File: src/ahbPkg.sv
// AHB bus widths, lane offset width, transfer type and transfer size enums
package ahbPkg;

        localparam int addrWidth       = 32;
        localparam int dataWidth       = 32;
        localparam int laneOffsetWidth = 2;     // Byte offset inside a word

        // Htrans encoding
        typedef enum logic [1:0]
        {
                Idle   = 2'b00,
                Busy   = 2'b01,
                Nonseq = 2'b10,
                Seq    = 2'b11
        } htransE;

        // Hsize encoding up to word
        typedef enum logic [2:0]
        {
                Byte = 3'b000,
                Half = 3'b001,
                Word = 3'b010
        } hsizeE;

endpackage

File: src/apbPkg.sv
// APB slave count, slave region address map and bridge FSM state enum
package apbPkg;

        localparam int slaveCount = 4;

        // Haddr field that picks the region
        localparam int regionMsb = 31;
        localparam int regionLsb = 26;

        localparam logic [ahbPkg::addrWidth-1:0] regionBase0 = 32'h8000_0000; // Timer
        localparam logic [ahbPkg::addrWidth-1:0] regionBase1 = 32'h8400_0000; // Interrupt ctrl
        localparam logic [ahbPkg::addrWidth-1:0] regionBase2 = 32'h8800_0000; // Remap/pause
        localparam logic [ahbPkg::addrWidth-1:0] regionBase3 = 32'h8C00_0000; // Slave 4

        // Setup then enable, writes wait one cycle for Hwdata
        typedef enum logic [2:0]
        {
                StIdle    = 3'd0,
                StRead    = 3'd1,
                StRenable = 3'd2,
                StWwait   = 3'd3,
                StWrite   = 3'd4,
                StWenable = 3'd5
        } bridgeStateE;

endpackage

File: src/xferIf.sv
// Accepted-transfer bundle from AHB decode to the APB sequencer and lane steering
interface xferIf;

        logic                           accept;         // Address phase taken this cycle
        logic [ahbPkg::addrWidth-1:0]   addr;
        logic                           write;
        ahbPkg::hsizeE                  size;
        logic [apbPkg::slaveCount-1:0]  sel;            // One-hot

        modport decode
        (
                output accept,
                output addr,
                output write,
                output size,
                output sel
        );

        modport exec
        (
                input  accept,
                input  addr,
                input  write,
                input  sel
        );

        modport result
        (
                input  addr,
                input  size
        );

endinterface

File: src/ahbDecode.sv
// AHB address-phase decode, region select and accepted-transfer register
module ahbDecode
(
        input  logic                            Hclk,
        input  logic                            Hresetn,
        input  logic [ahbPkg::addrWidth-1:0]    Haddr,
        input  ahbPkg::htransE                  Htrans,
        input  logic                            Hwrite,
        input  ahbPkg::hsizeE                   Hsize,
        input  logic                            Hreadyout,
        xferIf.decode                           xfer
);

        logic [apbPkg::regionMsb-apbPkg::regionLsb:0]   regionField;
        logic [apbPkg::slaveCount-1:0]                  regionHit;
        logic                                           activeTrans;

        assign regionField = Haddr[apbPkg::regionMsb:apbPkg::regionLsb];

        // One compare per APB slave
        assign regionHit[0] = (regionField ==
                        apbPkg::regionBase0[apbPkg::regionMsb:apbPkg::regionLsb]);
        assign regionHit[1] = (regionField ==
                        apbPkg::regionBase1[apbPkg::regionMsb:apbPkg::regionLsb]);
        assign regionHit[2] = (regionField ==
                        apbPkg::regionBase2[apbPkg::regionMsb:apbPkg::regionLsb]);
        assign regionHit[3] = (regionField ==
                        apbPkg::regionBase3[apbPkg::regionMsb:apbPkg::regionLsb]);

        assign activeTrans = (Htrans == ahbPkg::Nonseq) || (Htrans == ahbPkg::Seq);

        // Idle, Busy and unmapped addresses never start an APB transfer
        assign xfer.accept = Hreadyout && activeTrans && (|regionHit);

        // Direction is needed in the accept cycle to pick read or write path
        assign xfer.write = Hwrite;

        always_ff @(posedge Hclk)
        begin
                if (xfer.accept)
                        xfer.addr <= Haddr;
        end

        always_ff @(posedge Hclk or negedge Hresetn)
        begin
                if (!Hresetn)
                begin
                        xfer.sel  <= '0;
                        xfer.size <= ahbPkg::Byte;
                end
                else if (xfer.accept)
                begin
                        xfer.sel  <= regionHit;
                        xfer.size <= Hsize;
                end
        end

endmodule

File: src/apbSequencer.sv
// APB setup/enable state machine, APB control outputs and Hreadyout generation
module apbSequencer
(
        input  logic                            Hclk,
        input  logic                            Hresetn,
        xferIf.exec                             xfer,
        output logic                            Hreadyout,
        output logic [ahbPkg::addrWidth-1:0]    Paddr,
        output logic                            Pwrite,
        output logic                            Penable,
        output logic [apbPkg::slaveCount-1:0]   Pselx,
        output logic                            capture,
        output logic                            readPhase
);

        apbPkg::bridgeStateE    state;
        apbPkg::bridgeStateE    nextState;
        apbPkg::bridgeStateE    launch;
        logic                   apbActive;

        // Where a newly accepted transfer starts
        always_comb
        begin
                if (xfer.accept)
                        launch = xfer.write ? apbPkg::StWwait : apbPkg::StRead;
                else
                        launch = apbPkg::StIdle;
        end

        always_comb
        begin
                case (state)
                        apbPkg::StRead:
                                nextState = apbPkg::StRenable;
                        apbPkg::StWwait:
                                nextState = apbPkg::StWrite;   // Hwdata captured here
                        apbPkg::StWrite:
                                nextState = apbPkg::StWenable;
                        default:
                                nextState = launch;     // Idle or an enable phase
                endcase
        end

        always_ff @(posedge Hclk or negedge Hresetn)
        begin
                if (!Hresetn)
                begin
                        state     <= apbPkg::StIdle;
                        Hreadyout <= 1'b1;
                end
                else
                begin
                        state     <= nextState;
                        Hreadyout <= (nextState == apbPkg::StIdle) ||
                                     (nextState == apbPkg::StRenable) ||
                                     (nextState == apbPkg::StWenable);
                end
        end

        assign apbActive = (state == apbPkg::StRead) || (state == apbPkg::StRenable) ||
                           (state == apbPkg::StWrite) || (state == apbPkg::StWenable);

        // Decode register only reloads at the end of an enable phase
        assign Paddr   = xfer.addr;
        assign Pselx   = apbActive ? xfer.sel : '0;
        assign Pwrite  = (state == apbPkg::StWrite) || (state == apbPkg::StWenable);
        assign Penable = (state == apbPkg::StRenable) || (state == apbPkg::StWenable);

        assign capture   = (state == apbPkg::StWwait);
        assign readPhase = (state == apbPkg::StRenable);

endmodule

File: src/laneSteer.sv
// Write-data capture and little-endian byte-lane steering for Pwdata and Hrdata
module laneSteer
(
        input  logic                            Hclk,
        input  logic                            Hresetn,
        xferIf.result                           xfer,
        input  logic                            capture,
        input  logic                            readPhase,
        input  logic [ahbPkg::dataWidth-1:0]    Hwdata,
        input  logic [ahbPkg::dataWidth-1:0]    Prdata,
        output logic [ahbPkg::dataWidth-1:0]    Pwdata,
        output logic [ahbPkg::dataWidth-1:0]    Hrdata
);

        logic [ahbPkg::dataWidth-1:0]           wdataReg;
        logic [ahbPkg::laneOffsetWidth-1:0]     offset;

        // Addressed lane moved down to bit 0, misaligned gives zero
        function automatic logic [ahbPkg::dataWidth-1:0] steer
        (
                input logic [ahbPkg::dataWidth-1:0]        data,
                input ahbPkg::hsizeE                       size,
                input logic [ahbPkg::laneOffsetWidth-1:0]  off
        );
                logic [ahbPkg::dataWidth-1:0] lane;

                lane = '0;
                case (size)
                        ahbPkg::Byte:
                                lane[7:0] = data[8*off +: 8];
                        ahbPkg::Half:
                        begin
                                if (!off[0])
                                        lane[15:0] = data[8*off +: 16];
                        end
                        ahbPkg::Word:
                        begin
                                if (off == '0)
                                        lane = data;
                        end
                        default:
                                lane = '0;
                endcase
                return lane;
        endfunction

        assign offset = xfer.addr[ahbPkg::laneOffsetWidth-1:0];

        always_ff @(posedge Hclk or negedge Hresetn)
        begin
                if (!Hresetn)
                        wdataReg <= '0;
                else if (capture)
                        wdataReg <= Hwdata;     // Data phase of the accepted write
        end

        assign Pwdata = steer(wdataReg, xfer.size, offset);
        assign Hrdata = readPhase ? steer(Prdata, xfer.size, offset) : '0;

endmodule

File: src/ahbApbBridge.sv
// AHB-to-APB bridge top level with AHB slave and APB master ports
module ahbApbBridge
(
        input  logic                            Hclk,
        input  logic                            Hresetn,
        input  logic [ahbPkg::addrWidth-1:0]    Haddr,
        input  ahbPkg::htransE                  Htrans,
        input  logic                            Hwrite,
        input  ahbPkg::hsizeE                   Hsize,
        input  logic [ahbPkg::dataWidth-1:0]    Hwdata,
        input  logic [ahbPkg::dataWidth-1:0]    Prdata,
        output logic                            Hreadyout,
        output logic [ahbPkg::dataWidth-1:0]    Hrdata,
        output logic [ahbPkg::addrWidth-1:0]    Paddr,
        output logic [ahbPkg::dataWidth-1:0]    Pwdata,
        output logic                            Pwrite,
        output logic                            Penable,
        output logic [apbPkg::slaveCount-1:0]   Pselx
);

        logic   capture;
        logic   readPhase;

        xferIf  xfer ();

        ahbDecode i_decode
        (
                .Hclk      (Hclk),
                .Hresetn   (Hresetn),
                .Haddr     (Haddr),
                .Htrans    (Htrans),
                .Hwrite    (Hwrite),
                .Hsize     (Hsize),
                .Hreadyout (Hreadyout),
                .xfer      (xfer.decode)
        );

        apbSequencer i_sequencer
        (
                .Hclk      (Hclk),
                .Hresetn   (Hresetn),
                .xfer      (xfer.exec),
                .Hreadyout (Hreadyout),
                .Paddr     (Paddr),
                .Pwrite    (Pwrite),
                .Penable   (Penable),
                .Pselx     (Pselx),
                .capture   (capture),
                .readPhase (readPhase)
        );

        laneSteer i_laneSteer
        (
                .Hclk      (Hclk),
                .Hresetn   (Hresetn),
                .xfer      (xfer.result),
                .capture   (capture),
                .readPhase (readPhase),
                .Hwdata    (Hwdata),
                .Prdata    (Prdata),
                .Pwdata    (Pwdata),
                .Hrdata    (Hrdata)
        );

endmodule

File: config.mk
export PLATFORM = sky130hd
export DESIGN_NAME = ahbApbBridge
export DESIGN_NICKNAME = d
export VERILOG_FILES = /design/src/ahbPkg.sv /design/src/apbPkg.sv /design/src/xferIf.sv /design/src/ahbDecode.sv /design/src/apbSequencer.sv /design/src/laneSteer.sv /design/src/ahbApbBridge.sv
export SDC_FILE = /design/constraint.sdc
export NUM_CORES = 1
export LEC_CHECK = 0
export BUFFER_PORTS_ARGS = -buffer_cell sky130_fd_sc_hd__buf_4
export CAP_MARGIN = 20
export CORE_ASPECT_RATIO = 0.75
export CORE_MARGIN = 4
export CORE_UTILIZATION = 45
export CTS_BUF_LIST = sky130_fd_sc_hd__clkbuf_8
export DETAILED_ROUTE_END_ITERATION = 10
export GPL_TIMING_DRIVEN = 0
export PLACE_DENSITY_LB_ADDON = 0.25
export SETUP_SLACK_MARGIN = 0.02
export SYNTH_ARGS = -nofsm -noshare
export SYNTH_HDL_FRONTEND = slang
export SYNTH_SLANG_ARGS = --single-unit
File: constraint.sdc
create_clock -name Hclk -period 5 [get_ports Hclk]
set_clock_uncertainty 0.15 [all_clocks]
set_input_delay 0.5 -clock Hclk [delete_from_list [all_inputs] [get_ports Hclk]]
set_output_delay 0.5 -clock Hclk [all_outputs]
set_load 0.005 [all_outputs]
==> impl_summary.txt, run 1 <==
----------------------------------------------------
[Synth]
  Number of synthesis warnings ... 0
  Number of register bits inferred by synthesis ... 75
  Synthesized netlist net count ... 422
  Post-Synthesis Cell Area ... 0.00371 mm²
  Cells after synthesis ... 318
  Post-Syn Area per Cell ... 11.7 µm²
  Number of distinct library cell variants in the gate-level netlist after synthesis ... 35
  Register area share after synthesis ... 54.9%

[Hold path]
  Worst hold path cell count ... 1
  Class of the tightest hold or removal check ... input port to register
  End point of the most critical hold path ... i_decode.xfer.addr[6]
  Hold wc startpoint ... Haddr[6]

[Critical path]
  Worst reg2reg setup slack ... 3200 ps
  Worst Path Class, Setup ... register to output port
  Max Fanout on Critical Path ... 10
  Reg-to-Reg End ... i_decode.xfer.addr[25]
  Launching point of the worst reg2reg path ... i_sequencer.Hreadyout
  Worst Reg2Reg Path Length in Cells ... 3
  Endpoint class of the critical path ... output port
  Critical Path Source Type ... register
  Required time of the critical path ... 4350 ps
  Critical path arrival ... 2420 ps

[STA]
  Time the worst path needs with I/O delays and setup ... 3070 ps
  Tcrit/Tclk final ... 61.5%
  Max Fclk ... 0.325 GHz
  Number of hold-slack violations in the final timing report ... 0
  Setup violators final ... 0
  Setup TNS Final ... 0 ps
  Final max-slew violation count ... 0
  Worst-case headroom to the max-slew limit ... 56.2%
  Unrepaired setup endpoints after global routing ... false
  Worst-Margin Slew ... 653 ps

[Cells and area]
  # fillers ... 611
  Total Nets Final ... 640
  Fraction of layout instances using a drive strength above 1 ... 51.8%
  Number of antenna repair diodes ... 0
  Fin cells ... 646
  Area growth from synthesis to layout ... 50.7%

[Drt]
  Drt wl/cell ... 17.6 µm
  Avg Vias per Cell ... 5.13
  Remaining number of nets flagged by the antenna check after routing ... 0
  Via count ... 3311
  DRT iter0 DRCs ... 203
  Final Routed Wirelength ... 11400 µm
  Pre-Repair DR Iteration Count ... 6
  Count of unresolved DRC violations after routing ... 0

[Global route]
  First-pass GRT wire length ... 17600 µm
  Initial antenna violation count ... 0
  Vias in the first global route ... 3422
  Total global routing overflow ... 0
  Maximum number of pins on one net before global-route repair ... 44
  Global-route usage over all layers ... 23.1%

[CTS]
  Clock Latency Late Sink ... 330 ps
  Setup bufs post-CTS ... 0
  CTS tree ... built
  TritonCTS Buffers ... 9
  Number of H-tree levels ... 3
  Clock-pin transition on the worst setup and hold timing paths ... 80 ps
  Clk sinks ... 75
  Root buffer cell ... clkbuf_8
  Largest buffer count on any clock path ... 2

[Floorplan]
  Die Y ... 86.7 µm
  CORE AREA ... 0.00795 mm²
  Number of rows created at floorplan ... 28
  Die Span X ... 113 µm
  Starting density of the core ... 46.7%
  Number of top-level pins ... 207
  DIE AREA ... 0.00978 mm²

[Power and ir drop]
  Register share of total power ... 48.6%
  Logic gate share of total power ... 23.0%
  Switching Fraction ... 28.7%
  IR drop worst, VDD ... 180 µV
  Switching power ... 419 µW
  Lkg Pwr ... 2.64 nW
  Cell internal pwr ... 1.04 mW
  Ratio of total power to cell area ... 261 mW/mm²
  Clock power share ... 28.4%

[Place]
  Cell count after placement ... 629
  Final RePlAce weighted congestion ... 0.953
  Port Buffer Count ... 205
  HPWL Detailed ... 8900 µm

[Outcome]
  Outcome ... complete, no violations

[Job]
  Max capacitance violation total ... 0

----------------------------------------------------
timing repair:
action | in CTS | in global routing
endpoints found under the hold margin | 19 | 0
endpoints found under the setup margin | 0 | 0
gates resized for setup | 0 | 0
hold buffers | 1 | 0
how the worst max path moves through the flow:
| stage | cells past startpoint | start | slack [ps] | endpoint |
|---|---|---|---|---|
| 2_1_floorplan | 6 | i_decode.xfer.addr[0] | 2780 | Hrdata[10] |
| 3_3_place_gp | 5 | Haddr[31] | 2300 | i_sequencer.Hreadyout |
| 3_5_place_dp | 5 | i_decode.xfer.addr[1] | 2310 | Hrdata[29] |
| 4_1_cts | 5 | i_decode.xfer.addr[1] | 1930 | Hrdata[29] |
| 5_1_grt | 6 | i_decode.xfer.addr[1] | 1720 | Hrdata[13] |
| 6_report | 5 | i_decode.xfer.addr[1] | 1930 | Hrdata[29] |
power groups by stage:
stage / registers, mW / clock network (mW) / logic (mW)
5_1_grt: 0.713 / 0.455 / 0.368
3_3_place_gp: 0.719 / 0 / 0.327
2_1_floorplan: 0.715 / 0 / 0.161
3_5_place_dp: 0.721 / 0 / 0.336
6_report: 0.709 / 0.414 / 0.336
4_1_cts: 0.708 / 0.426 / 0.338
logic make-up after synthesis:
group	after synthesis	share of synthesized area, %
AND/OR/NAND/NOR	112	16.0
flip-flops	75	54.9
AO/OA/AOI/OAI	58	11.2
multiplexers	48	14.3
buffers and inverters	24	3.34
XOR/XNOR	1	0.236
per-layer routing:
metal  vias to the layer above  GRT usage (%)  share of wire (%)
met3                         4           7.33                7.9
met1                      1590           29.4                 41
li1                       1590              -                  -
met4                         0           6.33               0.54
met2                       127           38.3                 50
met5                         -              0                  0
placed cells by master (no fill, tap or decap), drive strengths merged, types with 7 or more instances in the layout:
cell    netlist  final
mux2         40     40
nand2        37     37
and2         20     20
and3         17     17
nor2         21     21
o21ai        18     18
a22oi        25     25
edfxtp       32     32
a22o          7      7
dfrtp        42     42
buf          13    219
clkbuf       10     19
mux2i         8      8
sequential cells by signal (all words and copies together), names as in the netlist:
name	count
i_decode.xfer.size	3
i_sequencer.state	3
i_decode.xfer.sel	4
i_sequencer.Hreadyout	1
i_decode.xfer.addr	32
i_laneSteer.wdataReg	32
final cells by class:
class	instances	area (µm²)	share of cell area, %
sequential	75	2040	36.4
timing repair buffer	207	1580	28.2
multi-input combinational	219	1550	27.7
tap	105	131	2.35
clock buffer	9	124	2.21
buffer	23	120	2.15
clock inverter	7	52.6	0.939
inverter	1	3.75	0.0671
per-stage QoR:
stage	hold slack (ps)	area, µm²	setup slack [ps]	utilization, %	power (mW)
global route	147	5600	1720	70.4	1.54
global placement	294	5380	2300	67.7	1.05
detailed placement	301	5410	2310	68.0	1.06
CTS	160	5600	1930	70.4	1.47
floorplan	54.4	3710	2780	-	0.876
finish	180	5600	1930	70.4	1.46
cell usage after synthesis, drive strengths merged:
master,number,share of area [%]
clkbuf,10,1.0
mux2i,8,2.2
a22o,7,1.7
clkinv,1,0.10
nand3,2,0.27
a22oi,25,5.1
nand3b,3,0.61
nor3,1,0.27
nor4b,1,0.24
o221ai,1,0.24
o21ai,18,2.4
a2111oi,1,0.74
and3,17,2.9
a21o,2,0.40
nand2,37,3.7
and2,20,3.4
nor2,21,2.1
dfstp,1,0.71
edfxtp,32,26
nor4,1,0.34
and4b,1,0.27
o31ai,1,0.20
a21oi,2,0.27
dfrtp,42,28
nor2b,2,0.34
or3b,1,0.24
buf,13,2.2
mux2,40,12
xnor2,1,0.24
nand2b,4,0.88
nor3b,1,0.51
o2bb2ai,1,0.24
worst max-delay path, stage by stage, from the launching register on:
cell      delay [ps]
edfxtp_1         460
buf_2            250
nor4_2           530
clkbuf_1         480
and3_1           260
buf_4            120
(Power assumes the default switching activity.)
==> inputs of run 2 (changes only) <==
- clock period: 5 -> 3.05 ns (I/O delays scaled with it)
==> impl_summary.txt, run 2 (same netlist as run 1, synthesis figures left out) <==
----------------------------------------------------
[STA]
  Time the worst path needs with I/O delays and setup ... 2910 ps
  Worst-case headroom to the max-slew limit ... 54.8% (-1.4 points)
  Hold Worst Slack ... 17.1 ps (-163 ps)
  Number of hold-slack violations in the final timing report ... 0 (unchanged)
  Setup violators final ... 0 (unchanged)
  Worst-Margin Slew ... 673 ps (+20.6 ps)
  Setup TNS Final ... 0 ps (unchanged)
  Tcrit/Tclk final ... 95.4%
  Unrepaired setup endpoints after global routing ... false
  Max Fclk ... 0.344 GHz
  Final max-slew violation count ... 0 (unchanged)

[Power and ir drop]
  Logic gate share of total power ... 24.2% (+1.2 points)
  IR drop worst, VDD ... 286 µV (+59%)
  Switching Fraction ... 29.2% (+0.47 points)
  Clock power share ... 28.2% (-0.2 points)
  Register share of total power ... 47.6% (-1.0 points)
  Ratio of total power to cell area ... 414 mW/mm² (+59%)
  Cell internal pwr ... 1.73 mW (+66%)
  Lkg Pwr ... 2.77 nW (+5.0%)
  Switching power ... 714 µW (+70%)

[Outcome]
  Outcome ... complete, no violations

[CTS]
  Root buffer cell ... clkbuf_8
  Setup bufs post-CTS ... 0 (unchanged)
  Number of H-tree levels ... 3 (unchanged)
  Clk sinks ... 75 (unchanged)
  CTS tree ... built
  Clock Latency Late Sink ... 340 ps (about the same)
  Clock-pin transition on the worst setup and hold timing paths ... 80 ps (about the same)
  Largest buffer count on any clock path ... 2 (unchanged)
  TritonCTS Buffers ... 9 (unchanged)

[Drt]
  Count of unresolved DRC violations after routing ... 0 (unchanged)
  Final Routed Wirelength ... 12300 µm (+8.1%)
  Drt wl/cell ... 18.2 µm (+3.1%)
  DRT iter0 DRCs ... 202 (-0.49%)
  Via count ... 3519 (+6.3%)
  Pre-Repair DR Iteration Count ... 5 (-1)
  Remaining number of nets flagged by the antenna check after routing ... 0 (unchanged)
  Avg Vias per Cell ... 5.20 (+1.4%)

[Critical path]
  Worst Reg2Reg Path Length in Cells ... 3 (unchanged)
  Reg-to-Reg End ... i_decode.xfer.addr[25]
  Launching point of the worst reg2reg path ... i_sequencer.Hreadyout
  Worst Path Class, Setup ... register to output port
  Critical Path Source Type ... register
  Endpoint class of the critical path ... output port
  Worst reg2reg setup slack ... 1190 ps (-2010 ps)
  Required time of the critical path ... 2590 ps (-1760 ps)
  Max Fanout on Critical Path ... 10 (unchanged)
  Critical path arrival ... 2460 ps (+40 ps)

[Floorplan]
  Die Y ... 86.7 µm (unchanged)
  CORE AREA ... 0.00795 mm² (unchanged)
  Number of top-level pins ... 207 (unchanged)
  Die Span X ... 113 µm (unchanged)
  Starting density of the core ... 46.7% (unchanged)
  Number of rows created at floorplan ... 28 (unchanged)
  DIE AREA ... 0.00978 mm² (unchanged)

[Cells and area]
  Total Nets Final ... 671 (+4.8%)
  Fraction of layout instances using a drive strength above 1 ... 49.1% (-2.6 points)
  Most common cell after layout, fill and taps aside ... buf_4
  Number of antenna repair diodes ... 0 (unchanged)
  Commonest cells after routing, fill and taps aside ... buf_4 (207), dfrtp_1 (42), mux2_2 (40), nand2_1 (37)
  Final core utilization ... 74.3% (+3.9 points)
  Largest registers ... i_decode.xfer.addr x32, i_laneSteer.wdataReg x32, i_decode.xfer.sel x4
  Area growth from synthesis to layout ... 59.1%

[Hold path]
  Worst hold path cell count ... 3 (+2)
  Hold wc startpoint ... Hsize[1]
  Class of the tightest hold or removal check ... input port to register
  End point of the most critical hold path ... i_decode.xfer.size[1]

[Global route]
  Total global routing overflow ... 0 (unchanged)
  Maximum number of pins on one net before global-route repair ... 44 (unchanged)
  Global-route usage over all layers ... 25.0% (+1.9 points)
  Initial antenna violation count ... 0 (unchanged)
  First-pass GRT wire length ... 18900 µm (+7.4%)
  Vias in the first global route ... 3660 (+7.0%)

[Place]
  Final RePlAce weighted congestion ... 0.953 (unchanged)
  Port Buffer Count ... 205 (unchanged)
  HPWL Detailed ... 8900 µm (unchanged)

[Job]
  Max capacitance violation total ... 0 (unchanged)

----------------------------------------------------
[run 2: cell count changes in the layout (fill, tap and decap cells not counted)]
cell,before,now
clkbuf_2,0,1
dlygate4sd3_1,1,32
clkbuf_1,10,9
[run 2: per-layer routing]
| layer | share of wire, % | track usage (%) |
|---|---|---|
| met1 | 38 | 30.8 |
| met2 | 51 | 42.8 |
| met3 | 8.9 | 7.54 |
| met4 | 1.4 | 6.99 |
| met5 | 0 | 0 |
[run 2: final cells by class]
cell class / count / area, µm²
Clock inverter: 7 / 52.6
Multi-Input combinational cell: 219 / 1550
Fill cell: 578 / 2040
Clock buffer: 9 / 124
Tap cell: 105 / 131
Buffer: 23 / 121
Timing Repair Buffer: 238 / 1890
Sequential cell: 75 / 2040
Inverter: 1 / 3.75
[run 2: worst max path at each step]
stage / start / to / cells past startpoint
floorplan: i_decode.xfer.addr[0] / Hrdata[10] / 6
global placement: Haddr[31] / i_sequencer.Hreadyout / 5
detailed placement: i_decode.xfer.addr[1] / Hrdata[29] / 5
CTS: i_decode.xfer.addr[1] / Hrdata[29] / 5
global route: i_decode.xfer.addr[1] / Hrdata[29] / 5
finish: i_decode.xfer.addr[1] / Hrdata[29] / 5
[run 2: worst max-delay path, stage by stage (launching register included)]
cell and delay (ps):
edfxtp_1 460, buf_2 250, nor4_2 540, clkbuf_1 490, and3_1 260, buf_4 120
[run 2: metrics by stage]
| stage | setup WS, ps | instance area, µm² | power [mW] | std cells |
|---|---|---|---|---|
| floorplan | 1030 | 3710 | 1.44 | 318 |
| global placement | 544 | 5380 | 1.72 | 628 |
| detailed placement | 558 | 5410 | 1.73 | 629 |
| CTS | 177 | 5910 | 2.45 | 677 |
| global route | 32.6 | 5910 | 2.56 | 677 |
| finish | 139 | 5910 | 2.44 | 677 |
[run 2: power by group through the flow]
stage / Clock [mW] / Sequential (mW) / Combinational [mW]
2_1_floorplan: 0 / 1.17 / 0.265
3_3_place_gp: 0 / 1.18 / 0.536
3_5_place_dp: 0 / 1.18 / 0.550
4_1_cts: 0.699 / 1.16 / 0.586
5_1_grt: 0.742 / 1.17 / 0.643
6_report: 0.690 / 1.16 / 0.591
[run 2: repair_timing]
action | in CTS | in global routing
setup endpoints to repair | 0 | 6
endpoints found under the hold margin | 73 | 0
hold buffers | 32 | 0
resized for setup | 0 | 2
==> inputs of run 3 (changes only) <==
- RECOVER_POWER: unset -> 50
- clock period: 3.05 -> 3 ns (I/O delays scaled with it)
==> impl_summary.txt, run 3 (same netlist as run 1, synthesis figures left out) <==
----------------------------------------------------
[STA]
  Setup TNS Final ... 0 ps (unchanged)
  Worst-case headroom to the max-slew limit ... 27.3% (-28 points)
  Max Fclk ... 0.354 GHz
  Setup violators final ... 0 (unchanged)
  Smallest setup slack after layout ... 174 ps (+35.2 ps)
  Time the worst path needs with I/O delays and setup ... 2830 ps
  Worst-Margin Slew ... 1090 ps (+417 ps)
  Tcrit/Tclk final ... 94.2%
  Unrepaired setup endpoints after global routing ... false
  Final max-slew violation count ... 0 (unchanged)
  Number of hold-slack violations in the final timing report ... 0 (unchanged)

[Power and ir drop]
  Switching power ... 721 µW (+1.1%)
  Register share of total power ... 47.8% (+0.2 points)
  Clock power share ... 28.2% (about the same)
  Cell internal pwr ... 1.75 mW (+1.2%)
  IR drop worst, VDD ... 288 µV (+0.85%)
  Logic gate share of total power ... 24.0% (-0.2 points)
  Lkg Pwr ... 2.71 nW (-2.1%)
  Switching Fraction ... 29.2% (about the same)
  Ratio of total power to cell area ... 422 mW/mm² (+2.0%)

[CTS]
  Largest buffer count on any clock path ... 2 (unchanged)
  CTS tree ... built
  TritonCTS Buffers ... 9 (unchanged)
  Clock-pin transition on the worst setup and hold timing paths ... 80 ps (about the same)
  Clock Latency Late Sink ... 340 ps (about the same)
  Root buffer cell ... clkbuf_8
  Clk sinks ... 75 (unchanged)
  Number of H-tree levels ... 3 (unchanged)

[Global route]
  Vias in the first global route ... 3660 (unchanged)
  Maximum number of pins on one net before global-route repair ... 44 (unchanged)
  Total global routing overflow ... 0 (unchanged)
  Initial antenna violation count ... 0 (unchanged)
  Global-route usage over all layers ... 25.0% (unchanged)
  First-pass GRT wire length ... 18900 µm (unchanged)

[Critical path]
  Family with the most delay on the worst path ... compound AO/OA/AOI/OAI gates
  Worst reg2reg setup slack ... 950 ps (-240 ps)
  Crit-path cells ... buf_2, a2111oi_4, and3_1, buf_4, a22o_1, buf_4
  Max Fanout on Critical Path ... 10 (unchanged)
  Worst Path Class, Setup ... register to output port
  Endpoint class of the critical path ... output port
  Buffer and inverter count on the worst path ... 3 (unchanged)
  Launching point of the worst reg2reg path ... i_sequencer.state[0]
  CP peak stage delay ... 620 ps (+80 ps)
  Reg-to-Reg End ... i_laneSteer.wdataReg[30]
  Required time of the critical path ... 2550 ps (-40 ps)
  Standard cell with the maximum stage delay on the critical path ... a2111oi_4
  Critical path arrival ... 2380 ps (-80 ps)
  Critical Path Source Type ... register
  Worst Reg2Reg Path Length in Cells ... 4 (+1)
  Most frequent CP cell ... buf_4

[Place]
  Cell count after placement ... 629 (unchanged)
  HPWL Detailed ... 8900 µm (unchanged)
  DP Worst Slack ... 513 ps (-45.0 ps)
  Port Buffer Count ... 205 (unchanged)
  Final RePlAce weighted congestion ... 0.953 (unchanged)

[Outcome]
  Outcome ... complete, no violations

[Drt]
  Count of unresolved DRC violations after routing ... 0 (unchanged)
  Avg Vias per Cell ... 5.14 (-1.1%)
  Final Routed Wirelength ... 12200 µm (-0.57%)
  Remaining number of nets flagged by the antenna check after routing ... 0 (unchanged)
  Drt wl/cell ... 18.0 µm (-0.72%)
  DRT iter0 DRCs ... 183 (-9.4%)
  Pre-Repair DR Iteration Count ... 5 (unchanged)
  Via count ... 3485 (-0.97%)

[Cells and area]
  Number of antenna repair diodes ... 0 (unchanged)
  Most common cell after layout, fill and taps aside ... buf_4
  Fraction of layout instances using a drive strength above 1 ... 46.1% (-3.1 points)
  # fillers ... 593 (+2.6%)
  Total Nets Final ... 672 (+0.15%)
  Commonest cells after routing, fill and taps aside ... buf_4 (141), clkbuf_4 (50), dfrtp_1 (42), mux2_2 (40), nand2_1 (37)
  Fin cells ... 678 (+0.15%)
  Area growth from synthesis to layout ... 57.8%
  Largest registers ... i_decode.xfer.addr x32, i_laneSteer.wdataReg x32, i_decode.xfer.sel x4

[Job]
  Max capacitance violation total ... 0 (unchanged)

[Floorplan]
  Number of rows created at floorplan ... 28 (unchanged)
  Starting density of the core ... 46.7% (unchanged)
  CORE AREA ... 0.00795 mm² (unchanged)
  DIE AREA ... 0.00978 mm² (unchanged)
  Die Span X ... 113 µm (unchanged)
  Number of top-level pins ... 207 (unchanged)
  Die Y ... 86.7 µm (unchanged)

[Hold path]
  Worst hold path cell count ... 3 (unchanged)
  Class of the tightest hold or removal check ... input port to register
  Hold wc startpoint ... Hsize[1]
  End point of the most critical hold path ... i_decode.xfer.size[1]

----------------------------------------------------
## run 3: worst max-delay path by stage
stage	from	to	slack, ps	depth (start not counted)
after CTS	i_decode.xfer.addr[1]	Hrdata[29]	130	5
after global placement	Haddr[31]	i_sequencer.Hreadyout	500	5
final	i_decode.xfer.addr[1]	Hrdata[6]	170	6
after detailed placement	i_decode.xfer.addr[1]	Hrdata[29]	510	5
after floorplan	i_decode.xfer.addr[0]	Hrdata[10]	980	6
after global routing	i_decode.xfer.addr[1]	Pwdata[26]	40	5
## run 3: cell type report
cell class              instances  area, µm²  share of cell area [%]
plain buffers                  23        120                    2.05
clock buffers                   9        124                    2.11
clock inverters                 7       52.6                   0.897
inverters                       1       3.75                  0.0641
multi-input cells             219       1550                    26.5
flip-flops and latches         75       2040                    34.8
well taps                     105        131                    2.24
repair buffers                239       1840                    31.4
## run 3: worst reg2reg max path: cells and delay by family (launching register included)
kind / cells / cell delay (ps)
buffers and inverters: 2 / 760
muxes: 1 / 420
DFF: 1 / 360
and+or+nand+nor: 1 / 250
## run 3: timing repair
item                                    4_1_cts  5_1_grt
hold buffers                                 33        0
endpoints found under the setup margin        0       16
endpoints found under the hold margin        74        0
resized for setup                             0        6
setup buffers                                 0        0
## run 3: power by group through the flow
stage               clock network (mW)  registers (mW)  logic [mW]
floorplan                            0            1.19       0.269
global placement                     0            1.20       0.545
detailed placement                   0            1.20       0.560
CTS                              0.711            1.18       0.597
global route                     0.754            1.19       0.646
finish                           0.698            1.18       0.593
## run 3: per-layer routing
layer / track usage (%) / part of all wire [%] / vias up
met5: 0 / 0 / -
met4: 6.99 / 1.1 / 0
li1: - / - / 1656
met3: 7.54 / 8.3 / 10
met1: 30.8 / 39 / 1663
met2: 42.8 / 51 / 156
## run 3: stage by stage
step | hold WS, ps | util, % | power [mW] | cell area (µm²)
final | 16.0 | 73.7 | 2.47 | 5860
after global routing | 11.6 | 73.7 | 2.59 | 5860
after CTS | 1.68 | 74.4 | 2.49 | 5920
after detailed placement | 176 | 68.0 | 1.76 | 5410
after global placement | 172 | 67.7 | 1.74 | 5380
after floorplan | -146 | - | 1.46 | 3710
